### src/rtl/pf_pkg.sv
package pf_pkg;

    localparam int addr_w  = 32;
    localparam int idx_w   = 6;
    localparam int idx_lsb = 2;

    localparam logic [1:0] hit_init    = 2'b01;
    localparam logic [1:0] spare_init  = 2'b10;
    localparam logic [1:0] choice_init = 2'b01;

    // msb is the decision bit
    typedef logic [1:0] ctr_t;

    typedef struct packed {
        ctr_t hit;
        ctr_t spare;
        ctr_t choice;
    } pf_counters_t;

    typedef struct packed {
        logic [addr_w-1:0] pc;
        logic [addr_w-1:0] addr;
    } pf_access_t;

    // counters is the snapshot the prediction reported
    typedef struct packed {
        logic [addr_w-1:0] pc;
        logic [addr_w-1:0] addr;
        logic              hit;
        logic              spare;
        logic              choice;
        pf_counters_t      counters;
    } pf_update_t;

    typedef struct packed {
        logic [addr_w-1:0] pc;
        logic [addr_w-1:0] addr;
    } pf_anneal_t;

    typedef struct packed {
        logic [addr_w-1:0] pc;
        logic [addr_w-1:0] addr;
        logic              suppress;
    } pf_lookup_t;

    typedef struct packed {
        logic              we;
        logic [addr_w-1:0] pc;
        logic [addr_w-1:0] addr;
        pf_counters_t      counters;
    } pf_cwrite_t;

    typedef struct packed {
        logic [addr_w-1:0] addr;
        pf_counters_t      counters;
    } pf_pred_t;

    // saturating 2-bit step
    function automatic ctr_t ctr_step(ctr_t cur, logic taken);
        ctr_t nxt;
        nxt = cur;
        if (taken && cur != 2'b11) begin
            nxt = cur + 2'd1;
        end else if (!taken && cur != 2'b00) begin
            nxt = cur - 2'd1;
        end
        return nxt;
    endfunction

endpackage

### src/rtl/pf_result_select.sv
`timescale 1ns/1ps

module pf_result_select (
    input  logic                      clk,
    input  logic                      arst_n,
    input  logic                      acc_valid,
    input  logic                      suppress,
    input  logic                      stride_valid,
    input  logic [pf_pkg::addr_w-1:0] stride_addr,
    input  logic                      ptr_valid,
    input  logic [pf_pkg::addr_w-1:0] ptr_addr,
    input  pf_pkg::pf_counters_t      counters,
    output logic                      pred_valid,
    output pf_pkg::pf_pred_t          pred
);

    logic                      acc_valid_q;
    logic                      use_ptr;
    logic                      src_valid;
    logic [pf_pkg::addr_w-1:0] src_addr;
    logic                      issue;

    always_ff @(posedge clk or negedge arst_n) begin
        if (!arst_n) begin
            acc_valid_q <= 1'b0;
        end else begin
            acc_valid_q <= acc_valid;
        end
    end

    // choice msb picks the pointer predictor
    assign use_ptr   = counters.choice[1];
    assign src_valid = use_ptr ? ptr_valid : stride_valid;
    assign src_addr  = use_ptr ? ptr_addr : stride_addr;

    // likely uncached and bandwidth free
    assign issue = acc_valid_q && !suppress && !counters.hit[1]
                   && counters.spare[1] && src_valid;

    assign pred_valid = issue;

    always_comb begin
        pred.addr     = issue ? src_addr : '0;
        pred.counters = counters;
    end

endmodule

### config.mk
export PLATFORM = sky130hd
export DESIGN_NAME = pf_result_select
export DESIGN_NICKNAME = d
export VERILOG_FILES = /design/src/rtl/pf_pkg.sv /design/src/rtl/pf_result_select.sv
export SDC_FILE = /design/constraint.sdc
export NUM_CORES = 1
export LEC_CHECK = 0
export ABC_CLOCK_PERIOD_IN_PS = 1200
export BUFFER_PORTS_ARGS = -buffer_cell sky130_fd_sc_hd__buf_2
export CORE_MARGIN = 2
export CORE_UTILIZATION = 28
export DETAILED_ROUTE_END_ITERATION = 10
export PLACE_DENSITY_LB_ADDON = 0.08
export SLEW_MARGIN = 25
export SYNTH_ARGS = -nofsm -noshare
export SYNTH_HDL_FRONTEND = slang
export SYNTH_SLANG_ARGS = --single-unit
### constraint.sdc
create_clock -name clk -period 1.2 [get_ports clk]
set_clock_uncertainty 0.15 [all_clocks]
set_input_delay 0.12 -clock clk [delete_from_list [all_inputs] [get_ports clk]]
set_output_delay 0.12 -clock clk [all_outputs]
set_load 0.05 [all_outputs]
== After elaboration in Yosys (flattened, before gate mapping) ==
Index checks and enable logic that the tools add are counted.

* Flip-flop bits (word level): 1
* Bits in latches: 0
* Memory bits (writable): 0
* ROM bits: 0
* Bits of input ports: 76
* Output and inout bits: 39
* Memories kept: 0

* Add/sub/neg operators: 0
* Multipliers: 0
* Div/mod/pow operators: 0
* Magnitude comparators: 0
* Eq/ne operators: 0
* Shift operators: 0
* Multiplexer cells: 3
* Bitwise logic cells: 0
* Reduce and logical (&&, ||, !) cells: 6

{| class="wikitable"
|+ Operators by type and width
! kind !! count
|-
| $mux 32 || 2
|-
| $logic_and 1x1->1 || 4
|-
| $logic_not 1->1 || 2
|-
| $mux 1 || 1
|}

== Logic depth before layout (Yosys ltp) ==
* Depth after elaboration: 6
* Gate-level depth with buffers: 4
* Depth with buffers taken out: 2

== Worst setup path before layout ==
Ideal clock, no wire load.

* Path kind: reg-to-output
* Start point: reg acc_valid_q
* End point: out pred[37] (netlist bit)
* Arrival time: 1.632 ns
* Data required time: 0.930 ns
* Slack: -0.702 ns
* Stages on the path, launching flop included: 4
* Cell sequence: dfrtp_1 > nand4bb_1 > clkbuf_1 > nor3_1

{| class="wikitable"
|+ RTL lines
! what !! line !! text
|-
| from (decl) || pf_result_select.sv:17 || <nowiki>logic acc_valid_q;</nowiki>
|-
| from (signal assigned) || pf_result_select.sv:27 || <nowiki>acc_valid_q <= acc_valid;</nowiki>
|-
| to (decl) || pf_result_select.sv:14 || <nowiki>output pf_pkg::pf_pred_t pred</nowiki>
|}

==> results.json <==
{
  "crit_path_start": "acc_valid_q",
  "dp.cells": 215,
  "syn_inst": 85,
  "die_h_um": 58.0,
  "ys_seq_elements": 1,
  "netlist-cell-type-count": 12,
  "hold_path_class": "input port to flop",
  "grt_pass1_vias": 1118,
  "post_drt_via_cell_ratio": 4.85,
  "grt_usage": 0.177,
  "vias": 1068,
  "wl_per_cell_um": 13.9,
  "io_buffers": 108,
  "ir_worst_vdd_v": 0.000355,
  "status": "complete, but fails checks",
  "dieArea_um2": 3360,
  "place_area_um2": 1630,
  "die_w_um": 58.0,
  "antenna_left": 0,
  "top_register": "acc_valid_q",
  "grt_setup_unrepaired": "yes",
  "coreArea_um2": 2760,
  "synth_area_um2": 816,
  "start_util": 0.296,
  "dr.pass1.iters": 4,
  "final_nets": 267,
  "drv_slew": 0,
  "largest_register_ff_count": 1,
  "leakagePower_uw": 0.00101,
  "finalHoldViolCount": 0,
  "drive_gt1_frac": 0.831,
  "largest_registers": "acc_valid_q x1",
  "worstHoldStart": "acc_valid",
  "final_cell_mix": "buf_2, buf_6, nor3_4, mux2i_1, buf_12",
  "yosysTopAreaCellShare": 0.393,
  "nFillCells": 202,
  "path_class": "flop to output port",
  "violations": "setup timing",
  "yosysWarnings": 0,
  "hold_end": "acc_valid_q",
  "relSlewSlack": 0.777,
  "yosys-top-cells-area": "mux2i_1, nor3_2, buf_4, buf_6, dfrtp_1",
  "globalRouteMet1Util": 0.198,
  "fin_ws_ns": -0.170,
  "grt_overflow": 0,
  "synth_fp_nets": 161,
  "use_met3": 0.0112,
  "place.gp.congestion": 0.683,
  "ioPinCount": 115,
  "diodes": 0,
  "tightest_slew_ns": 0.326,
  "required_ns": 0.93,
  "top_usage_layer": "met2",
  "synthToLayoutAreaGrowth_pct": 142,
  "maxCapViolations": 0,
  "wl_um": 3050,
  "cts.reportedPaths.clkPinSlew_ns": 0,
  "avgSynthCellArea_um2": 9.60,
  "holdWs_ns": 0.0814,
  "drt_first_iter_violations": 19,
  "fin_area_um2": 1970,
  "finalSetupViolations": 33,
  "arrival_ns": 1.10,
  "yosysTopAreaCell": "mux2i_1",
  "final_cell_count_no_fill": 220,
  "max_freq_mhz": 730,
  "pwr_density_cell_nw_per_um2": 330,
  "whs_path_depth": 1,
  "min_period_over_period": 1.14,
  "fp-row-count": 19,
  "hpwl_um": 2290,
  "ys_seq_area_frac": 0.0307,
  "post-route-min-period_ns": 1.37,
  "antenna_found_initial": 0,
  "use_met2": 0.362,
  "grt_max_degree": 18,
  "grt_pass1_wl_um": 4750,
  "final_common_cell": "buf_2",
  "cp-end-kind": "output port",
  "pre_cts_slack_ns": -0.283,
  "critPathLaunchType": "flop",
  "drc": 0,
  "final.setup.tns_ns": -4.63,
  "path_max_fanout": 17
}
==> metal layers <==
metal | routed length [um] | vias to the layer above | share of wire
met1 | 990 | 488 | 0.32
met5 | 0 | - | 0
met2 | 1800 | 53 | 0.59
met4 | 48 | 0 | 0.016
met3 | 212 | 6 | 0.069
li1 | - | 521 | -
==> cells in the mapped netlist <==
cell	n
nor3_2	29
clkbuf_1	1
buf_2	3
buf_6	3
dfrtp_1	1
mux2i_4	1
nor3_1	3
nand4bb_1	1
nor2_1	1
clkbuf_4	2
buf_4	8
mux2i_1	32
==> critical path: stages (launching register included) <==
cell and delay [ns]:
dfrtp_1 0.34, nand4bb_4 0.15, buf_12 0.21, nor3_4 0.20, buf_6 0.18
==> metrics by stage <==
step	util	total power, uW
global placement	0.592	546
detailed placement	0.592	557
global route	0.715	687
finish	0.715	651
floorplan	-	427
CTS	0.715	653
==> report_power, final <==
part           leakage [uW]  switching [uW]  internal, uW
registers         0.0000117            1.29          36.1
logic              0.000996             328           286
clock network             0               0             0
total               0.00101             329           322
==> area by class of cell <==
type | count | area (um2) | area share
Timing Repair Buffer | 121 | 998 | 0.506
Tap cell | 31 | 38.8 | 0.0197
Sequential cell | 1 | 25.0 | 0.0127
Multi-Input combinational cell | 67 | 910 | 0.461
==> cells by family (layout without fill, tap and decap cells) <==
kind of cell,after synthesis,after routing,share of synthesized area
DFF,1,1,0.0307
muxes,33,33,0.420
and+or+nand+nor,34,34,0.393
buffers and inverters,17,121,0.156
==> how the worst max path moves through the flow <==
stage	end	slack [ns]	cells past startpoint
2_1_floorplan	pred[10]	-0.28	4
3_3_place_gp	pred[20]	-0.23	5
3_5_place_dp	pred[31]	-0.28	5
4_1_cts	pred[31]	-0.17	4
5_1_grt	pred[37]	-0.22	4
6_report	pred[24]	-0.17	4
==> repair_timing <==
item	in CTS	in global routing
endpoints found under the hold margin	1	0
cloned	2	0
hold buffers	1	0
buffers inserted	2	0
pin swaps	31	0
endpoints found under the setup margin	33	33
resized for setup	78	0
Note: power is estimated with default switching activity, not from simulation.
