File: src/rtl/pf_pkg.sv
package pf_pkg;

    localparam int addr_w  = 32;
    localparam int idx_w   = 6;
    localparam int idx_lsb = 2;

    localparam logic [1:0] hit_init    = 2'b01;
    localparam logic [1:0] spare_init  = 2'b10;
    localparam logic [1:0] choice_init = 2'b01;

    // msb is the decision bit
    typedef logic [1:0] ctr_t;

    typedef struct packed {
        ctr_t hit;
        ctr_t spare;
        ctr_t choice;
    } pf_counters_t;

    typedef struct packed {
        logic [addr_w-1:0] pc;
        logic [addr_w-1:0] addr;
    } pf_access_t;

    // counters is the snapshot the prediction reported
    typedef struct packed {
        logic [addr_w-1:0] pc;
        logic [addr_w-1:0] addr;
        logic              hit;
        logic              spare;
        logic              choice;
        pf_counters_t      counters;
    } pf_update_t;

    typedef struct packed {
        logic [addr_w-1:0] pc;
        logic [addr_w-1:0] addr;
    } pf_anneal_t;

    typedef struct packed {
        logic [addr_w-1:0] pc;
        logic [addr_w-1:0] addr;
        logic              suppress;
    } pf_lookup_t;

    typedef struct packed {
        logic              we;
        logic [addr_w-1:0] pc;
        logic [addr_w-1:0] addr;
        pf_counters_t      counters;
    } pf_cwrite_t;

    typedef struct packed {
        logic [addr_w-1:0] addr;
        pf_counters_t      counters;
    } pf_pred_t;

    // saturating 2-bit step
    function automatic ctr_t ctr_step(ctr_t cur, logic taken);
        ctr_t nxt;
        nxt = cur;
        if (taken && cur != 2'b11) begin
            nxt = cur + 2'd1;
        end else if (!taken && cur != 2'b00) begin
            nxt = cur - 2'd1;
        end
        return nxt;
    endfunction

endpackage

File: src/rtl/pf_table_ram.sv
`timescale 1ns/1ps

module pf_table_ram #(
    parameter int                data_w = 2,
    parameter logic [data_w-1:0] init   = '0
) (
    input  logic                     clk,
    input  logic                     arst_n,
    input  logic [pf_pkg::idx_w-1:0] raddr,
    output logic [data_w-1:0]        rdata,
    input  logic                     we,
    input  logic [pf_pkg::idx_w-1:0] waddr,
    input  logic [data_w-1:0]        wdata
);

    localparam int depth = 1 << pf_pkg::idx_w;

    logic [data_w-1:0] mem [depth];

    // read returns the entry as it was before a same-cycle write
    always_ff @(posedge clk or negedge arst_n) begin
        if (!arst_n) begin
            for (int i = 0; i < depth; i++) begin
                mem[i] <= init;
            end
            rdata <= init;
        end else begin
            rdata <= mem[raddr];
            if (we) begin
                mem[waddr] <= wdata;
            end
        end
    end

endmodule

File: src/rtl/pf_confidence_table.sv
`timescale 1ns/1ps

module pf_confidence_table (
    input  logic                 clk,
    input  logic                 arst_n,
    input  pf_pkg::pf_lookup_t   lookup,
    input  pf_pkg::pf_cwrite_t   cwrite,
    output pf_pkg::pf_counters_t counters
);

    logic [pf_pkg::idx_w-1:0] rd_addr_idx;
    logic [pf_pkg::idx_w-1:0] rd_pc_idx;
    logic [pf_pkg::idx_w-1:0] wr_addr_idx;
    logic [pf_pkg::idx_w-1:0] wr_pc_idx;
    pf_pkg::ctr_t             hit_rd;
    pf_pkg::ctr_t             spare_rd;
    pf_pkg::ctr_t             choice_rd;

    assign rd_addr_idx = lookup.addr[pf_pkg::idx_lsb +: pf_pkg::idx_w];
    assign rd_pc_idx   = lookup.pc[pf_pkg::idx_lsb +: pf_pkg::idx_w];
    assign wr_addr_idx = cwrite.addr[pf_pkg::idx_lsb +: pf_pkg::idx_w];
    assign wr_pc_idx   = cwrite.pc[pf_pkg::idx_lsb +: pf_pkg::idx_w];

    // hit follows the data address
    pf_table_ram #(
        .data_w (2),
        .init   (pf_pkg::hit_init)
    ) hit_ram_i (
        .clk    (clk),
        .arst_n (arst_n),
        .raddr  (rd_addr_idx),
        .rdata  (hit_rd),
        .we     (cwrite.we),
        .waddr  (wr_addr_idx),
        .wdata  (cwrite.counters.hit)
    );

    // spare and choice follow the pc
    pf_table_ram #(
        .data_w (2),
        .init   (pf_pkg::spare_init)
    ) spare_ram_i (
        .clk    (clk),
        .arst_n (arst_n),
        .raddr  (rd_pc_idx),
        .rdata  (spare_rd),
        .we     (cwrite.we),
        .waddr  (wr_pc_idx),
        .wdata  (cwrite.counters.spare)
    );

    pf_table_ram #(
        .data_w (2),
        .init   (pf_pkg::choice_init)
    ) choice_ram_i (
        .clk    (clk),
        .arst_n (arst_n),
        .raddr  (rd_pc_idx),
        .rdata  (choice_rd),
        .we     (cwrite.we),
        .waddr  (wr_pc_idx),
        .wdata  (cwrite.counters.choice)
    );

    always_comb begin
        counters.hit    = hit_rd;
        counters.spare  = spare_rd;
        counters.choice = choice_rd;
    end

endmodule

File: config.mk
export PLATFORM = sky130hd
export DESIGN_NAME = pf_confidence_table
export DESIGN_NICKNAME = d
export VERILOG_FILES = /design/src/rtl/pf_pkg.sv /design/src/rtl/pf_table_ram.sv /design/src/rtl/pf_confidence_table.sv
export SDC_FILE = /design/constraint.sdc
export NUM_CORES = 1
export LEC_CHECK = 0
export BUFFER_PORTS_ARGS = -buffer_cell sky130_fd_sc_hd__clkbuf_2
export CORE_ASPECT_RATIO = 1.5
export CORE_UTILIZATION = 55
export DETAILED_ROUTE_END_ITERATION = 16
export PLACE_DENSITY = 0.81
export REMOVE_ABC_BUFFERS = 1
export SETUP_SLACK_MARGIN = 0.15
export SLEW_MARGIN = 20
export SYNTH_ARGS = -nofsm -noshare
export SYNTH_HDL_FRONTEND = slang
export SYNTH_SLANG_ARGS = --single-unit
export TNS_END_PERCENT = 10
File: constraint.sdc
create_clock -name clk -period 1.9 [get_ports clk]
set_input_delay 0.19 -clock clk [delete_from_list [all_inputs] [get_ports clk]]
set_output_delay 0.19 -clock clk [all_outputs]
set_load 0.1 [all_outputs]
# Yosys cells after proc, flatten, opt, wreduce, memory -nomap -nowiden
# Index checks and enable logic that the tools add are counted.
# word_totals
ff_bits	390
elab_cells	223
input_bits	138
# op_classes
bitwise_logic	4
reduce_logical	2
n_mux	16
magnitude_cmp	6
# op_table
cell	count
bitwise mux 128 bit	3
binary-select mux 2 bit (select 6 bit)	3
greater-or-equal comparator 7 bit (second input constant)	4
inverter 6 -> 7 bit	4
demux 2 bit (select 6 bit)	2
2-to-1 mux 2 bit	8
less-than comparator 7 x 1 -> 1 bit (second input constant)	2
logical AND 1 bit	2

# Logic depth before layout (Yosys ltp)
# depth
ltp_word	6
mapped_depth	8
ltp_nobuf	5

# Modules after synthesis
# A second synthesis with hierarchy kept.
# hier_totals
hier_cells	1491
area_unflattened_um2	19477.4
# modules_own_cells
module	instances	seq_area_each_um2	area_per_inst_um2	cells_each
pf_table_ram	3	3334.4	6492.5	497

# Worst setup path before layout
# OpenSTA, ideal clock, no wires.
# synth_timing
path_kind	input port to flip-flop
from	input port lookup[35] (netlist bit)
to	register spare_ram_i.rdata[0]
setup_slack_ns	0.207
arrival_time_ns	1.572
path_buffers	2
setup_time_ns	0.121
path_stages	6
required_ns	1.779
cell_sequence	buf_4 buf_2 mux4_2 a22oi_1 nand3_1 a22o_1
# synth_between
elab_chain_len	4
# synth_rtl
element	line_no	text
from (decl)	pf_confidence_table.sv:6	input pf_pkg::pf_lookup_t lookup,
inverter 6 -> 7 bit (not written as such)	pf_table_ram.sv:28	rdata <= mem[raddr];
binary-select mux 2 bit (select 6 bit)	pf_table_ram.sv:28	
2-to-1 mux 2 bit (not written as such) (2 in series)	pf_table_ram.sv:28	
to (signal assigned)	pf_table_ram.sv:26	rdata <= init;
to (signal assigned)	pf_table_ram.sv:28	
to (decl)	pf_table_ram.sv:10	output logic [data_w-1:0] rdata,
# Every way passes these cells. The select of a mux whose other input is x is not followed.
# A chain may end at the register's enable or synchronous reset.

# Worst setup path after layout
# layout_timing
from	register spare_ram_i.rdata[1]
to	output port counters[3] (netlist bit)
# layout_lines
element	line_no	text
to (decl)	pf_confidence_table.sv:8	output pf_pkg::pf_counters_t counters
# No word-level cell between the ends.

==> run metrics <==
status=finished clean; DR vias/cell=6.142; Async S/R FF share, synth=100.0%; commonest non-fill, non-tap cell in the layout=mux2_2; Setup TNS=0 ps; switching share of power=24.06%; Site Rows=81; WP data arrival=1520 ps; final wirelength=40.80 mm; GRT overflow=0; switching power=5070 uW; Synth Area in Adders=0%; total power=21,070 uW; Peak VDD IR=878.7 uV; Top FF cell, synth=dfstp_2; Synth Instances=1,268; antenna diode count=0; critical path cell sequence=clkbuf_2; worst setup margin=192.1 ps; Cell Pwr Density=999.9 mW/mm^2; register area=0.01000 sq mm; Global Route met1 Usage=29.55%; critical path class=flop to output pin; Clock Tree Buf Depth=3; RSZ-0062 raised after global routing=no; Hold Slack=127.9 ps; combinational group share of total power=13.9%; post-synthesis compound-gate area fraction=1.889%; post-synthesis mux area share=35.91%; clk_skew=30.99 ps; busiest grt layer=met2; FMAX=585.5 MHz; Tightest Hold Check Type=input port to flop; DRT iter0 DRCs=532; clock sinks=390; Die H=226.5 microns; Final min period=1708 ps; Max Cap Viol=0; Setup Fix Bufs, Post-CTS=0; crit path capture type=output pin; synthesized cell area=0.01848 sq mm; via count=11,040; sequential power share=49.2%; P_int=16,000 uW; CP max FO=1; Least-Margin Pin Slew=680.2 ps; top post-synthesis cells by area=dfstp_2, dfrtp_1, mux2_2, mux4_2, nor2_1; vias in the first global route=12,260; first-pass GRT wire length=66.14 mm; Initial Utilization=56.28%; TritonCTS clock tree=done; number of synthesized flops with an enable pin=0; Layout area overhead=14.02%; RePlAce Congestion=0.8403; Synth Area in XOR/XNOR=0%; Synth cell types=36; final-stage net count=1,490; post-synthesis simple-gate area fraction=6.093%; worst-skew pair later-pin latency=550 ps; fill count=2,335; Synth warnings=0; gr usage total=25.34%; Crit-path slowest cell=dfstp_2; final-report setup violation count=0; Detail Placement HPWL=27.84 mm; Core Box Area=0.03284 sq mm; Leak Pwr=0.008957 uW; Seq/Total Area, Yosys=54.13%; # port buffers=38; Max transition margin=54.66%; met3 global-route usage=3.944%; clock share of power=36.9%; Synth top area share=27.72%; Placed Area=0.01974 sq mm; Post-Syn Area per Cell=14.58 sq um; post-synth top area cell=dfstp_2; clock-pin slew on the worst setup and hold paths=60 ps; H-tree levels=2; drt wl/cell=22.70 microns; footprint of the multi-input gates=0.008113 sq mm; most frequent cells in the layout=mux2_2, dfstp_2, dfrtp_1; Finished Cell Area=0.02107 sq mm; initial antenna violation count=0; Final Hold Viols=0; CTS root buf=clkbuf_16; share of cells above drive strength 1=63.02%; Die X=151.7 microns; critical path required time=1710 ps; # IOs=144; CP Launch Type=flop; largest family of logic cells by synthesized area=multiplexers; CTS buffer count=38; worst slack, placed=-28.28 ps; Tcrit/Tclk final=89.89%; CP bufs+invs=1; fin. max-slew vios=0; # DRC=0; Critical Path Max Stage Delay=530 ps; largest net degree at the start of global routing=71; die area=0.03435 sq mm; Largest delay share family, worst path=flip-flops; Seq cells post-synth=390; Antenna Violating Nets Remaining=0; met2 Usage GRT=44.93%; drt pass-1 iters=5
-- final timing paths --
check                                                from                              to  depth (start not counted)  slack (ps)
hold reg to reg            hit_ram_i.mem[123]$_DFFE_PN0P_  hit_ram_i.mem[123]$_DFFE_PN0P_                          1         500
hold / removal                                  cwrite[9]   hit_ram_i.mem[61]$_DFFE_PN0P_                          4         130
setup / recovery           spare_ram_i.rdata[1]$_DFF_PN1_                     counters[3]                          1         190
max in group asynchronous                          arst_n   hit_ram_i.mem[50]$_DFFE_PN1P_                          3         900
min in group asynchronous                          arst_n   hit_ram_i.mem[75]$_DFFE_PN0P_                          2         190
setup reg to reg            hit_ram_i.mem[80]$_DFFE_PN1P_    hit_ram_i.rdata[0]$_DFF_PN1_                          4         210
-- registers in the layout, summed over array words and instances, names as in the netlist --
register / cells
hit_ram_i.mem: 128
hit_ram_i.rdata: 2
spare_ram_i.mem: 128
choice_ram_i.rdata: 2
spare_ram_i.rdata: 2
choice_ram_i.mem: 128
-- cell usage after synthesis, types with 7 or more instances --
| cell type | number |
|---|---|
| clkbuf_1 | 60 |
| nand3_1 | 24 |
| nor3_1 | 13 |
| nor2b_1 | 14 |
| mux2_2 | 385 |
| mux4_2 | 96 |
| nand2_1 | 66 |
| nor2_1 | 96 |
| dfrtp_1 | 195 |
| mux2i_1 | 14 |
| o221ai_1 | 7 |
| o22ai_1 | 10 |
| dfstp_2 | 195 |
| buf_2 | 10 |
-- cells by family (layout without fill, tap and decap cells) --
family | after synthesis | count (layout)
AO/OA/AOI/OAI | 50 | 50
buffers and inverters | 84 | 198
flip-flops | 390 | 390
multiplexers | 495 | 495
AND/OR/NAND/NOR | 249 | 249
-- per-stage QoR --
| stage | cells | utilization, % |
|---|---|---|
| 2_1_floorplan | 1184 | - |
| 3_3_place_gp | 1725 | 60.11 |
| 3_5_place_dp | 1725 | 60.11 |
| 4_1_cts | 1797 | 64.17 |
| 5_1_grt | 1797 | 64.17 |
| 6_report | 1797 | 64.17 |
-- power groups by stage --
stage | registers (uW) | logic, uW | clock network [uW]
after floorplan | 10400 | 1790 | 0
after global placement | 10400 | 2810 | 0
after detailed placement | 10500 | 2930 | 0
after CTS | 10400 | 2950 | 7960
after global routing | 10500 | 3140 | 8260
final | 10400 | 2930 | 7780
-- worst reg2reg max path: stages (launching register included) --
cell     delay [ps]
dfstp_2         360
mux4_2          500
mux4_2          480
mux2i_1         180
o31ai_1         100
-- layout make-up --
class                           count  area share (%)
Timing Repair Buffer              128           5.332
Multi-Input combinational cell    794           38.50
Clock buffer                       56           5.362
Sequential cell                   390           47.47
Clock inverter                     14          0.8728
Tap cell                          415           2.464
-- metal layers --
layer  vias to the layer above  share of wire, %
met1                      5792                37
met5                         -                 0
met3                       129               4.2
met4                         0               4.8
met2                       276                54
li1                       4840                 -
-- timing repair --
item                                    4_1_cts  5_1_grt
pin swaps                                     0        1
hold endpoints to repair                     99        0
resized for setup                             1        0
endpoints found under the setup margin        1        1
hold buffers                                  2        0
No activity file was read; power rests on OpenSTA's default activity.
