## src/rtl/pf_pkg.sv

```systemverilog
package pf_pkg;

    localparam int addr_w  = 32;
    localparam int idx_w   = 6;
    localparam int idx_lsb = 2;

    localparam logic [1:0] hit_init    = 2'b01;
    localparam logic [1:0] spare_init  = 2'b10;
    localparam logic [1:0] choice_init = 2'b01;

    // msb is the decision bit
    typedef logic [1:0] ctr_t;

    typedef struct packed {
        ctr_t hit;
        ctr_t spare;
        ctr_t choice;
    } pf_counters_t;

    typedef struct packed {
        logic [addr_w-1:0] pc;
        logic [addr_w-1:0] addr;
    } pf_access_t;

    // counters is the snapshot the prediction reported
    typedef struct packed {
        logic [addr_w-1:0] pc;
        logic [addr_w-1:0] addr;
        logic              hit;
        logic              spare;
        logic              choice;
        pf_counters_t      counters;
    } pf_update_t;

    typedef struct packed {
        logic [addr_w-1:0] pc;
        logic [addr_w-1:0] addr;
    } pf_anneal_t;

    typedef struct packed {
        logic [addr_w-1:0] pc;
        logic [addr_w-1:0] addr;
        logic              suppress;
    } pf_lookup_t;

    typedef struct packed {
        logic              we;
        logic [addr_w-1:0] pc;
        logic [addr_w-1:0] addr;
        pf_counters_t      counters;
    } pf_cwrite_t;

    typedef struct packed {
        logic [addr_w-1:0] addr;
        pf_counters_t      counters;
    } pf_pred_t;

    // saturating 2-bit step
    function automatic ctr_t ctr_step(ctr_t cur, logic taken);
        ctr_t nxt;
        nxt = cur;
        if (taken && cur != 2'b11) begin
            nxt = cur + 2'd1;
        end else if (!taken && cur != 2'b00) begin
            nxt = cur - 2'd1;
        end
        return nxt;
    endfunction

endpackage

```

## src/rtl/pf_table_ram.sv

```systemverilog
`timescale 1ns/1ps

module pf_table_ram #(
    parameter int                data_w = 2,
    parameter logic [data_w-1:0] init   = '0
) (
    input  logic                     clk,
    input  logic                     arst_n,
    input  logic [pf_pkg::idx_w-1:0] raddr,
    output logic [data_w-1:0]        rdata,
    input  logic                     we,
    input  logic [pf_pkg::idx_w-1:0] waddr,
    input  logic [data_w-1:0]        wdata
);

    localparam int depth = 1 << pf_pkg::idx_w;

    logic [data_w-1:0] mem [depth];

    // read returns the entry as it was before a same-cycle write
    always_ff @(posedge clk or negedge arst_n) begin
        if (!arst_n) begin
            for (int i = 0; i < depth; i++) begin
                mem[i] <= init;
            end
            rdata <= init;
        end else begin
            rdata <= mem[raddr];
            if (we) begin
                mem[waddr] <= wdata;
            end
        end
    end

endmodule

```

## src/rtl/pf_stride_table.sv

```systemverilog
`timescale 1ns/1ps

module pf_stride_table (
    input  logic                      clk,
    input  logic                      arst_n,
    input  logic                      acc_valid,
    input  pf_pkg::pf_access_t        acc,
    output logic                      stride_valid,
    output logic [pf_pkg::addr_w-1:0] stride_addr
);

    localparam int entry_w = pf_pkg::addr_w + 1;

    logic [pf_pkg::idx_w-1:0]  pc_idx;
    logic [entry_w-1:0]        wdata;
    logic [entry_w-1:0]        rdata;
    logic [pf_pkg::addr_w-1:0] last_addr;
    logic [pf_pkg::addr_w-1:0] addr_q;

    assign pc_idx = acc.pc[pf_pkg::idx_lsb +: pf_pkg::idx_w];

    // entry is {last addr, valid}
    assign wdata = {acc.addr, 1'b1};

    pf_table_ram #(
        .data_w (entry_w),
        .init   ('0)
    ) last_ram_i (
        .clk    (clk),
        .arst_n (arst_n),
        .raddr  (pc_idx),
        .rdata  (rdata),
        .we     (acc_valid),
        .waddr  (pc_idx),
        .wdata  (wdata)
    );

    assign last_addr    = rdata[entry_w-1:1];
    assign stride_valid = rdata[0];

    // current addr, aligned with the registered read
    always_ff @(posedge clk) begin
        if (acc_valid) begin
            addr_q <= acc.addr;
        end
    end

    // addr + (addr - last)
    assign stride_addr = addr_q + (addr_q - last_addr);

endmodule

```

## config.mk

```make
export PLATFORM = sky130hd
export DESIGN_NAME = pf_stride_table
export DESIGN_NICKNAME = d
export VERILOG_FILES = /design/src/rtl/pf_pkg.sv /design/src/rtl/pf_table_ram.sv /design/src/rtl/pf_stride_table.sv
export SDC_FILE = /design/constraint.sdc
export NUM_CORES = 2
export LEC_CHECK = 0
export BUFFER_PORTS_ARGS = -buffer_cell sky130_fd_sc_hd__buf_2
export CAP_MARGIN = 20
export CORE_MARGIN = 3
export CORE_UTILIZATION = 60
export CTS_CLUSTER_SIZE = 30
export DETAILED_ROUTE_END_ITERATION = 8
export PLACE_DENSITY = 0.76
export SKIP_CTS_REPAIR_TIMING = 1
export SLEW_MARGIN = 20
export SYNTH_ARGS = -nofsm -noshare
export SYNTH_HDL_FRONTEND = slang
export SYNTH_SLANG_ARGS = --single-unit
```

## constraint.sdc

```tcl
create_clock -name clk -period 3.2 [get_ports clk]
set_input_delay 0.8 -clock clk [delete_from_list [all_inputs] [get_ports clk]]
set_output_delay 0.8 -clock clk [all_outputs]
set_load 0.1 [all_outputs]
```

* Word level (Yosys, flattened, before mapping) *
Cells that the tools add are included.

operators by class
  $add $sub $neg = 2
  order comparisons = 2
  muxes and demuxes = 6
  bitwise gates (word level) = 1
  reduce and logical (&&, ||, !) cells = 1

operators by type and width
  kind                                                                           count
  2112-bit bitwise mux                                                           1
  33-bit binary-select mux with 6-bit select                                     1
  33-bit demux with 6-bit select                                                 1
  33-bit 2-to-1 mux                                                              3
  32-bit adder                                                                   1
  32-bit subtractor                                                              1
  7-bit >= comparator (second input constant)                                    1
  7-bit by 1-bit less-than comparator with 1-bit output (second input constant)  1
  6-bit NOT with 7-bit output                                                    1
  1-bit logical AND                                                              1

word-level totals
  register bits after elaboration = 2177
  output and inout bits = 33
  logic and storage cells = 78

* Logic depth before layout (Yosys ltp) *
  depth after elaboration = 6
  gate-level depth with buffers = 12
  mapped depth without buffers = 9

* Modules after synthesis *
From an unflattened synthesis, not the netlist that was laid out.

unflattened totals
  cells, all modules = 6429
  area, all modules = 99138.8 µm²

by module, submodules not included
  module           times used  cells an instance  area an instance (µm²)  sequential area each (µm²)
  pf_table_ram     1           6077               96105.9                 53676.5
  pf_stride_table  1           352                3032.9                  930.9

* Worst setup path before layout *
No wires, ideal clock.

  path kind = flip-flop to output port
  start = register addr_q[15] in the netlist's numbering
  end = output stride_addr[29] in the netlist's numbering
  data arrival time = 5.047 ns
  data required time = 2.400 ns
  slack = -2.647 ns
  cell stages (with the launch flop) = 9
  path through = edfxtp_1 -> ha_1 -> clkbuf_1 -> a21o_1 -> o21bai_1 -> a21oi_1 -> o21ai_0 -> o21ai_0 -> o311ai_0

between the ends
  word-level cells in the longest chain between the ends = 2

ends and longest elaborated chain
  item                    RTL line               text
  from (decl)             pf_stride_table.sv:18  logic [pf_pkg::addr_w-1:0] addr_q;
  from (signal assigned)  pf_stride_table.sv:44  addr_q <= acc.addr;
  32-bit subtractor       pf_stride_table.sv:49  assign stride_addr = addr_q + (addr_q - last_addr);
  32-bit adder *          pf_stride_table.sv:49
  to (decl)               pf_stride_table.sv:9   output logic [pf_pkg::addr_w-1:0] stride_addr

Mark *: on every way between the ends. The rest lies on a longest branch, timed or not.

* Worst setup path after layout *
  start = register last_ram_i.rdata[1]
  end = output stride_addr[22] in the netlist's numbering

between the ends
  word-level cells in the longest chain between the ends = 2

ends and longest elaborated chain
  item                    RTL line               text
  from (decl)             pf_table_ram.sv:10     output logic [data_w-1:0] rdata,
  from (signal assigned)  pf_table_ram.sv:26     rdata <= init;
  from (signal assigned)  pf_table_ram.sv:28     rdata <= mem[raddr];
  32-bit subtractor       pf_stride_table.sv:49
  32-bit adder            pf_stride_table.sv:49

No other way between the ends.

==> out/results.ini <==
[finish]
drive_above_1_share = 0.501
instances_no_fill = 9990
fin_area_mm2 = 0.118
syn_to_final_growth_pct = 18.7
nNetsFinal = 7717

[synth]
yosysTopAreaCell = dfrtp_1
ys_seq_area_frac = 0.550
yosys_warnings = 0
syn_inst = 7121
synthArstFlopShare = 0.986
synth_fp_nets = 7219
syn_area_per_cell_um2 = 13.9
synth_area_mm2 = 0.0993
synthTopCellsByArea = dfrtp_1 (54%), mux2_2 (24%), mux4_2 (4.0%)
synth-main-ff-cell = dfrtp_1
synth_edf_count = 31
synth_seq_cells = 2176
yosysUniqueCellTypes = 68
yosysTopAreaCellShare = 0.541

[grt]
grt_pass1_wl_um = 484000
grt_use_total = 0.392
grt_pass1_vias = 70300
antenna_found_initial = 27
gr-total-overflow = 0
grt_max_degree = 151

[sta]
tightest_slew_ns = 1.14
relSlewSlack = 0.241
setup_ws_ns = -1.18
finalSetupViolations = 30
rsz0062_at_grt = true
skew_ns = 0.0322
finalHoldViolations = 0
max_freq_mhz = 228
fin_crit_sh = 1.37
fin_crit_ns = 4.38
drv_slew = 0

[critical_path]
arrival_ns = 3.58
cp.required_ns = 2.40
critPathSlowestCell = dfrtp_1
cp_cell_sequence = inv_1 -> fa_2 -> a21oi_4 -> o211ai_1 -> buf_4 -> a221o_1 -> o211ai_1 -> and2_4 -> buf_4 -> xnor2_4 -> buf_12
cp_max_fo = 2
critPathKind = reg -> out
crit_path_max_incr_delay_ns = 0.40
critical_path.endpoint_type = output port
ff2ff_path_depth = 6
start_kind = flop

[clock_tree]
clock_latency_ns = 0.88
cts_tree = built
cts_max_path_buffers = 3
cts_root_buf = clkbuf_16
clk_pin_slew_ns = 0.06
numCtsBuffers = 215
cts_max_level = 4
clock-sinks = 2176

[floorplan]
placement_rows = 148
die_w_um = 413
die_area_mm2 = 0.170
die-height_um = 413
initial_core_util = 0.607
ioPinCount = 100
coreArea_mm2 = 0.164

[route]
avgViaCountPerCell = 6.85
final_antenna_net_count = 0
drc = 0
route.vias.total = 68400
wire_per_inst_um = 33.3
routed_wl_um = 333000
dr.pass1.iters = 6
drtIter0Drc = 8655

[worst_hold_path]
min_path_type = in -> reg
holdPathStages = 1

[pwr]
p_leak_nw = 55.5
power_density_mw_per_mm2 = 630
vdd_drop_max_mv = 0.800

[status]
violations = negative setup slack
outcome = finished with violations

[place]
gp_congestion = 1.03
dpl_cell_area_mm2 = 0.110
port_buffers = 73
dp_cells = 9568
dpl.hpwl_um = 222000

[run]
drv_cap = 0

worst paths after layout:
| kind | from | end | slack, ns |
|---|---|---|---|
| max in group asynchronous | arst_n | last_ram_i.mem[867] | 1.50 |
| min in group asynchronous | arst_n | last_ram_i.mem[1571] | 0.47 |
| worst max register to register | last_ram_i.mem[141] | last_ram_i.rdata[9] | 0.45 |
| worst min register to register | last_ram_i.mem[1815] | last_ram_i.mem[1815] | 0.47 |
| worst max-delay path | last_ram_i.rdata[1] | stride_addr[22] | -1.18 |
| worst min-delay path | acc[24] | addr_q[24] | 0.40 |
cells in the final DEF (no fill, tap or decap), types with 109 or more instances in the layout:
| cell type | Yosys | routed |
|---|---|---|
| buf_4 | 44 | 703 |
| mux2i_1 | 266 | 266 |
| a22oi_1 | 124 | 124 |
| a221oi_1 | 194 | 194 |
| o22ai_1 | 109 | 109 |
| a21oi_1 | 215 | 201 |
| nand2_1 | 176 | 140 |
| nor2_1 | 190 | 147 |
| dfrtp_1 | 2145 | 2143 |
| clkbuf_16 | 0 | 219 |
| buf_12 | 0 | 235 |
| mux4_2 | 177 | 177 |
| mux2_2 | 2157 | 2157 |
cell usage after synthesis (all sizes together) (9+ instances only):
cell type,n
a21oi,215
or2,36
buf,418
o22a,9
mux4,178
nor2,194
or3,13
mux2i,266
clkbuf,293
a22o,40
edfxtp,31
a221o,29
a211oi,9
nand2b,43
o22ai,109
ha,30
xnor2,22
inv,41
a22oi,124
or4,12
o21ai,120
nand3,17
a221oi,194
nor3,14
o221ai,30
and2,11
nand2,178
nor2b,11
a21o,13
mux2,2191
dfrtp,2145
nand4,13
cell type report:
cell class / instances / area [um^2]
Tap cell: 2175 / 2720
Sequential cell: 2176 / 54600
Timing Repair Buffer: 992 / 10400
Clock buffer: 315 / 6310
Clock inverter: 84 / 1210
Inverter: 41 / 166
Multi-Input combinational cell: 4193 / 42400
Antenna cell: 14 / 35.0
Fill cell: 10400 / 45600
metrics by stage:
stage / setup slack [ns] / power (mW) / util / hold WS, ns / setup TNS (ns)
4_1_cts: -1.46 / 73.7 / 0.717 / -0.189 / -31.17
3_3_place_gp: -0.602 / 46.4 / 0.671 / 0.445 / -144.84
5_1_grt: -1.24 / 76.5 / 0.721 / 0.364 / -26.14
6_report: -1.18 / 74.2 / 0.721 / 0.398 / -24.66
2_1_floorplan: -0.612 / 41.3 / - / 0.428 / -3.02
3_5_place_dp: -0.601 / 47.1 / 0.671 / 0.450 / -166.15
worst max-delay path, delay by kind of cell (launching register included):
| kind | cells | cell delay (ns) |
|---|---|---|
| AOI/OAI and AO/OA | 4 | 0.98 |
| buffers and inverters | 4 | 0.63 |
| DFF | 1 | 0.40 |
| adders and majority gates | 1 | 0.37 |
| and+or+nand+nor | 1 | 0.21 |
| xor gates and xnor gates | 1 | 0.11 |
flip-flops by register name (all words and copies together), names as in the netlist:
| register | count |
|---|---|
| last_ram_i.mem | 2112 |
| last_ram_i.rdata | 33 |
| addr_q | 31 |
power breakdown:
group / internal [mW] / leakage, nW / switching [mW] / total [mW]
clock network: 15.7 / 3.71 / 11.1 / 26.8
logic: 6.70 / 23.0 / 7.49 / 14.2
registers: 31.3 / 28.8 / 1.92 / 33.2
total: 53.7 / 55.5 / 20.5 / 74.2
kinds of logic (layout without fill, tap and decap cells):
kind of cell	Yosys count	after routing	share of synthesized area
AND/OR/NAND/NOR	551	551	0.0254
flip-flops	2176	2176	0.550
buffers and inverters	752	1432	0.0356
adder cells (fa/ha/maj)	31	31	0.00398
AO/OA/AOI/OAI	946	946	0.0664
XOR/XNOR	30	30	0.00265
other	0	14	0
multiplexers	2635	2635	0.316
metal layers:
metal | part of all wire | up-vias | global-route usage
li1 | - | 27200 | -
met1 | 0.38 | 36100 | 0.521
met2 | 0.43 | 4007 | 0.569
met3 | 0.12 | 1066 | 0.120
met4 | 0.069 | 10 | 0.233
met5 | 0.00025 | - | 0.00431
Power figures use the tool's default switching activity.
