`src/rtl/pf_pkg.sv`:
```
package pf_pkg;

    localparam int addr_w  = 32;
    localparam int idx_w   = 6;
    localparam int idx_lsb = 2;

    localparam logic [1:0] hit_init    = 2'b01;
    localparam logic [1:0] spare_init  = 2'b10;
    localparam logic [1:0] choice_init = 2'b01;

    // msb is the decision bit
    typedef logic [1:0] ctr_t;

    typedef struct packed {
        ctr_t hit;
        ctr_t spare;
        ctr_t choice;
    } pf_counters_t;

    typedef struct packed {
        logic [addr_w-1:0] pc;
        logic [addr_w-1:0] addr;
    } pf_access_t;

    // counters is the snapshot the prediction reported
    typedef struct packed {
        logic [addr_w-1:0] pc;
        logic [addr_w-1:0] addr;
        logic              hit;
        logic              spare;
        logic              choice;
        pf_counters_t      counters;
    } pf_update_t;

    typedef struct packed {
        logic [addr_w-1:0] pc;
        logic [addr_w-1:0] addr;
    } pf_anneal_t;

    typedef struct packed {
        logic [addr_w-1:0] pc;
        logic [addr_w-1:0] addr;
        logic              suppress;
    } pf_lookup_t;

    typedef struct packed {
        logic              we;
        logic [addr_w-1:0] pc;
        logic [addr_w-1:0] addr;
        pf_counters_t      counters;
    } pf_cwrite_t;

    typedef struct packed {
        logic [addr_w-1:0] addr;
        pf_counters_t      counters;
    } pf_pred_t;

    // saturating 2-bit step
    function automatic ctr_t ctr_step(ctr_t cur, logic taken);
        ctr_t nxt;
        nxt = cur;
        if (taken && cur != 2'b11) begin
            nxt = cur + 2'd1;
        end else if (!taken && cur != 2'b00) begin
            nxt = cur - 2'd1;
        end
        return nxt;
    endfunction

endpackage

```
`src/rtl/pf_table_ram.sv`:
```
`timescale 1ns/1ps

module pf_table_ram #(
    parameter int                data_w = 2,
    parameter logic [data_w-1:0] init   = '0
) (
    input  logic                     clk,
    input  logic                     arst_n,
    input  logic [pf_pkg::idx_w-1:0] raddr,
    output logic [data_w-1:0]        rdata,
    input  logic                     we,
    input  logic [pf_pkg::idx_w-1:0] waddr,
    input  logic [data_w-1:0]        wdata
);

    localparam int depth = 1 << pf_pkg::idx_w;

    logic [data_w-1:0] mem [depth];

    // read returns the entry as it was before a same-cycle write
    always_ff @(posedge clk or negedge arst_n) begin
        if (!arst_n) begin
            for (int i = 0; i < depth; i++) begin
                mem[i] <= init;
            end
            rdata <= init;
        end else begin
            rdata <= mem[raddr];
            if (we) begin
                mem[waddr] <= wdata;
            end
        end
    end

endmodule

```
`src/rtl/pf_pointer_table.sv`:
```
`timescale 1ns/1ps

module pf_pointer_table (
    input  logic                      clk,
    input  logic                      arst_n,
    input  logic                      acc_valid,
    input  pf_pkg::pf_access_t        acc,
    output logic                      ptr_valid,
    output logic [pf_pkg::addr_w-1:0] ptr_addr
);

    localparam int entry_w = pf_pkg::addr_w + 1;

    logic [pf_pkg::addr_w-1:0] prev_addr_q;
    logic [pf_pkg::idx_w-1:0]  rd_idx;
    logic [pf_pkg::idx_w-1:0]  wr_idx;
    logic                      wr_en;
    logic [entry_w-1:0]        wdata;
    logic [entry_w-1:0]        rdata;

    assign rd_idx = acc.addr[pf_pkg::idx_lsb +: pf_pkg::idx_w];
    assign wr_idx = prev_addr_q[pf_pkg::idx_lsb +: pf_pkg::idx_w];

    // successor of prev addr is the current one
    assign wr_en = acc_valid && (acc.addr != prev_addr_q);
    assign wdata = {acc.addr, 1'b1};

    pf_table_ram #(
        .data_w (entry_w),
        .init   ('0)
    ) next_ram_i (
        .clk    (clk),
        .arst_n (arst_n),
        .raddr  (rd_idx),
        .rdata  (rdata),
        .we     (wr_en),
        .waddr  (wr_idx),
        .wdata  (wdata)
    );

    always_ff @(posedge clk or negedge arst_n) begin
        if (!arst_n) begin
            prev_addr_q <= '0;
        end else if (acc_valid) begin
            prev_addr_q <= acc.addr;
        end
    end

    assign ptr_addr  = rdata[entry_w-1:1];
    assign ptr_valid = rdata[0];

endmodule

```
`config.mk`:
```
export PLATFORM = sky130hd
export DESIGN_NAME = pf_pointer_table
export DESIGN_NICKNAME = d
export VERILOG_FILES = /design/src/rtl/pf_pkg.sv /design/src/rtl/pf_table_ram.sv /design/src/rtl/pf_pointer_table.sv
export SDC_FILE = /design/constraint.sdc
export NUM_CORES = 2
export LEC_CHECK = 0
export BUFFER_PORTS_ARGS = -buffer_cell sky130_fd_sc_hd__buf_2
export CAP_MARGIN = 10
export CORE_ASPECT_RATIO = 1.4
export CORE_MARGIN = 3
export CORE_UTILIZATION = 55
export DETAILED_ROUTE_END_ITERATION = 8
export PLACE_DENSITY = 0.71
export SLEW_MARGIN = 10
export SYNTH_ARGS = -nofsm -noshare
export SYNTH_HDL_FRONTEND = slang
export SYNTH_SLANG_ARGS = --single-unit
```
`constraint.sdc`:
```
create_clock -name clk -period 2.83 [get_ports clk]
set_input_delay 0.4245 -clock clk [delete_from_list [all_inputs] [get_ports clk]]
set_output_delay 0.4245 -clock clk [all_outputs]
set_load 0.1 [all_outputs]
```
# Word-level counts from Yosys, hierarchy flattened
# Index checks and enable logic that the tools add are counted.
[totals]
ff_bits = 2177
[op_classes]
n_mux = 6
bitwise = 2
n_reduce_logical = 2
magnitude_cmp = 3
eq_ne = 1
[ops]
columns = ["operator", "count"]
rows = [
  ["$bwmux 2112", 1],
  ["$bmux 33 s6", 1],
  ["$demux 33 s6", 1],
  ["$mux 33", 3],
  ["$ne 32x32->1", 1],
  ["$ge 7x7->1 const B", 2],
  ["$not 6->7", 2],
  ["$lt 7x1->1 const B", 1],
  ["$logic_and 1x1->1", 2],
]

# Logic depth before layout (Yosys ltp)
[depth]
word_depth = 6
ltp_mapped = 10
mapped_depth_nobuf = 5

# Cells and area by module
# Synthesis repeated with hierarchy kept, for this count alone.
[hier_totals]
hier_cells = 6189
area_unflattened_um2 = 97659.9
[modules_own_cells]
columns = ["module", "cells_each", "area_each_um2", "instances"]
rows = [
  ["pf_table_ram", 6077, 96105.9, 1],
  ["pf_pointer_table", 112, 1554.0, 1],
]

# Worst setup path before layout
# No wires, ideal clock.
[synth_path]
path_type = "input port to flip-flop"
startpoint = "in acc[6] in the netlist's numbering"
endpoint = "reg next_ram_i.mem[333] in the netlist's numbering"
required_time_ns = 2.705
arrival_time_ns = 2.214
path_stages = 8
path_slack_ns = 0.492
path_cell_list = "buf_2 > xor2_1 > nor4_2 > nand4_1 > buf_4 > o21ai_4 > buf_4 > mux2_2"
[synth_between]
elab_chain_cells = 2
[synth_lines]
columns = ["element", "line_no", "rtl"]
rows = [
  ["from (decl)", "pf_pointer_table.sv:7", "input pf_pkg::pf_access_t acc,"],
  ["$ne 32x32->1", "pf_pointer_table.sv:25", "assign wr_en = acc_valid && (acc.addr != prev_addr_q);"],
  ["$logic_and 1x1->1", "pf_pointer_table.sv:25", ""],
  ["to (signal, indexed assignment)", "pf_table_ram.sv:24", "mem[i] <= init;"],
  ["to (signal, indexed assignment)", "pf_table_ram.sv:30", "mem[waddr] <= wdata;"],
  ["to (decl)", "pf_table_ram.sv:18", "logic [data_w-1:0] mem [depth];"],
]
# Every way passes these cells.
# A chain may end at the register's enable or synchronous reset.

# Final worst setup path
[layout_path]
startpoint = "reg prev_addr_q[30] in the netlist's numbering"
endpoint = "reg next_ram_i.mem[1216] in the netlist's numbering"
[layout_between]
elab_chain_cells = 2
[layout_lines]
columns = ["element", "line_no", "rtl"]
rows = [
  ["from (decl)", "pf_pointer_table.sv:14", "logic [pf_pkg::addr_w-1:0] prev_addr_q;"],
  ["from (signal assigned)", "pf_pointer_table.sv:45", "prev_addr_q <= acc.addr;"],
  ["$ne 32x32->1", "pf_pointer_table.sv:25", ""],
  ["$logic_and 1x1->1", "pf_pointer_table.sv:25", ""],
]
# Every way passes these cells.

==> flow_summary.toml <==
[status]
status = "completed"

[global_route]
grt_max_degree = 123
grt_pass1_wl_microns = 403000
grt_pass1_vias = 60977
grt_remaining_overflow = 0
grt_antenna_before_repair = 10
grtUsageTotal_pct = 29.7

[pwr]
p_per_area_nw_per_um2 = 748
vdd_drop_max_uv = 677
p_leak_nw = 52.5

[synthesis]
synth_area_leaders = "dfrtp_1 (55%), mux2_2 (16%), mux4_2 (12%), mux2_1 (7.7%), buf_4 (1.4%)"
synth_seq_area_share_pct = 55.3
ys_ff_latch = 2177
yosysTopAreaCellShare_pct = 55.3
synth_cells = 6143
synth_nets = 6210
syn_area_per_cell_sq_um = 16.0
async_reset_ff_share_pct = 100
synth_area_leader_cell = "dfrtp_1"
synth_area_sq_um = 98500
ys_warn_count = 0
synth_edf_count = 0
synth_ff_type = "dfrtp_1"
synth_cell_types = 52

[finish]
drive_above_1_share_pct = 46.6
postLayoutCoreUtil_pct = 63.0
areaGrowthSynthToFinish_pct = 13.7
final_nets = 6459

[timing]
max_clock_freq_ghz = 0.364
fin_crit_ns = 2.75
setup_viol = 0
hold_violations = 0
finClkSkew_ns = 0.0398
post-route-period-util_pct = 97.1
slew_violations = 0
worst_slew_pin_slew_ns = 1.12
whs_ns = 0.0268
relSlewSlack_pct = 25.3
fin_ws_ns = 0.0808
rsz0062_at_grt = "no"

[min_path]
whs_endpoint = "prev_addr_q[9]$_DFFE_PN0P_"
timing.hold.worst.class = "in2reg"
worstHoldPathCells = 2
hp-start = "acc[9]"

[floorplan]
die_y_microns = 507
pin_count = 100
fp.dieW_microns = 364
start_util_pct = 55.4
row_count = 183
core_sq_um = 178000
fp.dieArea_sq_um = 184000

[clocking]
cts_buffers = 202
clock_sinks = 2177
cts_max_level = 4
clk_path_buf_depth = 3
cts_tree = "done"
root_buffer = "clkbuf_16"
cts.clk_slew.worst_paths_ns = 0.07
clk_latency_ns = 0.85

[setup_path]
path_cells = "xor2_1, nor4_2, buf_4, nand4_1, buf_12, o21ai_4, buf_4, mux2_2"
cpMostUsedCell = "buf_4"
crit_fanout = 32
cp_data_required_time_ns = 3.54
critPathLaunchType = "flip-flop"
reg2reg_to = "next_ram_i.mem[1216]$_DFFE_PN0P_"
rrSetupSlack_ns = 0.08
worst-setup-path-type = "reg2reg"
rr_startpoint = "prev_addr_q[30]$_DFFE_PN0P_"
endpoint_kind = "flip-flop"
crit_path_top_delay_cell = "dfrtp_1"
r2r_cells = 8
critPathMaxStageDelay_ns = 0.40
cp.arrival_ns = 3.46

[drt]
dr_wl_met3_microns = 13200
initialDrtViolationCount = 4148
drc = 0
wl_per_cell_microns = 30.3
drt_pre_antenna_iters = 5
wl_microns = 269000
wl_met2_microns = 136000
wl_met1_microns = 108000
drt-vias-per-instance = 6.41
maxUsedRoutingLayer = "met5"
vias = 56925
postRouteAntennaNets = 0

[placement]
port_buffers = 67
place_congestion = 0.865
pre_cts_slack_ns = -0.410
hpwl_microns = 178000

[job]
drv_cap = 0
-- layer usage --
metal  vias up  global-route usage (%)
li1      23320                       -
met4         2                    12.4
met5         -                       0
met1     31451                    39.2
met3       526                    3.92
met2      1626                    49.8
-- placed cells by master, fill, tap and decap left out, drive strengths merged, types with 32 or more instances in the layout --
cell type	Yosys	final
dfrtp	2177	2177
mux2	2096	2096
buf	303	672
mux4	526	526
clkbuf	326	312
a21oi	91	91
nor2	74	74
o22ai	64	64
a221oi	63	63
a22o	56	56
mux2i	49	49
nand2	46	46
nand2b	42	42
or2	36	36
o21ai	36	36
clkinv	1	36
xor2	32	32
-- kinds of logic after synthesis --
family	share of synthesized area, %
buffers and inverters	3.33
muxes	36.5
DFF	55.3
and+or+nand+nor	1.40
xor gates and xnor gates	0.284
AOI/OAI and AO/OA	3.24
-- flip-flops by register name, indices dropped and copies added, names as in the netlist --
| name | count |
|---|---|
| prev_addr_q | 32 |
| next_ram_i.rdata | 33 |
| next_ram_i.mem | 2112 |
-- worst max path at each step --
stage                                startpoint                          endpoint  depth (start not counted)
detailed placement                       acc[2]    next_ram_i.rdata[29]$_DFF_PN0_                         10
finish              prev_addr_q[30]$_DFFE_PN0P_  next_ram_i.mem[1216]$_DFFE_PN0P_                          8
global placement                         acc[2]    next_ram_i.rdata[29]$_DFF_PN0_                         10
global route        prev_addr_q[30]$_DFFE_PN0P_  next_ram_i.mem[1216]$_DFFE_PN0P_                          8
floorplan                                acc[6]   next_ram_i.mem[333]$_DFFE_PN0P_                          8
CTS                 prev_addr_q[30]$_DFFE_PN0P_  next_ram_i.mem[1212]$_DFFE_PN0P_                          8
-- synth_stat cells, types with 56 or more instances --
master and instances:
nor2_1 74, buf_4 178, mux2_1 671, dfrtp_1 2177, mux2_2 1425, a221oi_1 63, a21oi_1 59, a22o_1 56
o22ai_1 64, buf_2 93, mux4_2 526, clkbuf_1 326
-- metrics by stage --
stage / area (sq um) / TNS, ns / instances / total power [mW]
after CTS: 112000 / 0 / 8868 / 84.3
after detailed placement: 105000 / -41.64 / 8498 / 57.0
after global routing: 112000 / 0 / 8869 / 87.3
after floorplan: 98500 / 0 / 6143 / 51.6
after global placement: 105000 / -12.97 / 8498 / 55.8
final: 112000 / 0 / 8874 / 83.8
-- critical path: cells and delay by family, from the launching register on --
| family | cells | cell delay (ns) |
|---|---|---|
| buffers and inverters | 3 | 0.78 |
| and+or+nand+nor | 2 | 0.52 |
| DFF | 1 | 0.40 |
| AOI/OAI and AO/OA | 1 | 0.36 |
| xor gates and xnor gates | 1 | 0.18 |
| muxes | 1 | 0.36 |
-- final cells by class --
type | instances | area [sq um]
Antenna cell | 6 | 15.0
Clock buffer | 312 | 6080
Clock inverter | 56 | 538
Fill cell | 12805 | 65900
Inverter | 1 | 3.75
Multi-Input combinational cell | 3336 | 41000
Sequential cell | 2177 | 54500
Tap cell | 2312 | 2890
Timing Repair Buffer | 674 | 7040
-- repair_timing --
item                                   CTS  global route
setup endpoints to repair                0           194
setup buffers                            0             0
endpoints found under the hold margin  388             0
hold buffers                             2             0
gates resized for setup                  0             1
-- where the power goes --
group,switching (mW),internal (mW)
Clock,11.9,15.4
Sequential,3.47,38.1
Combinational,6.22,8.76
Total,21.6,62.2
No activity file was read; power rests on OpenSTA's default activity.
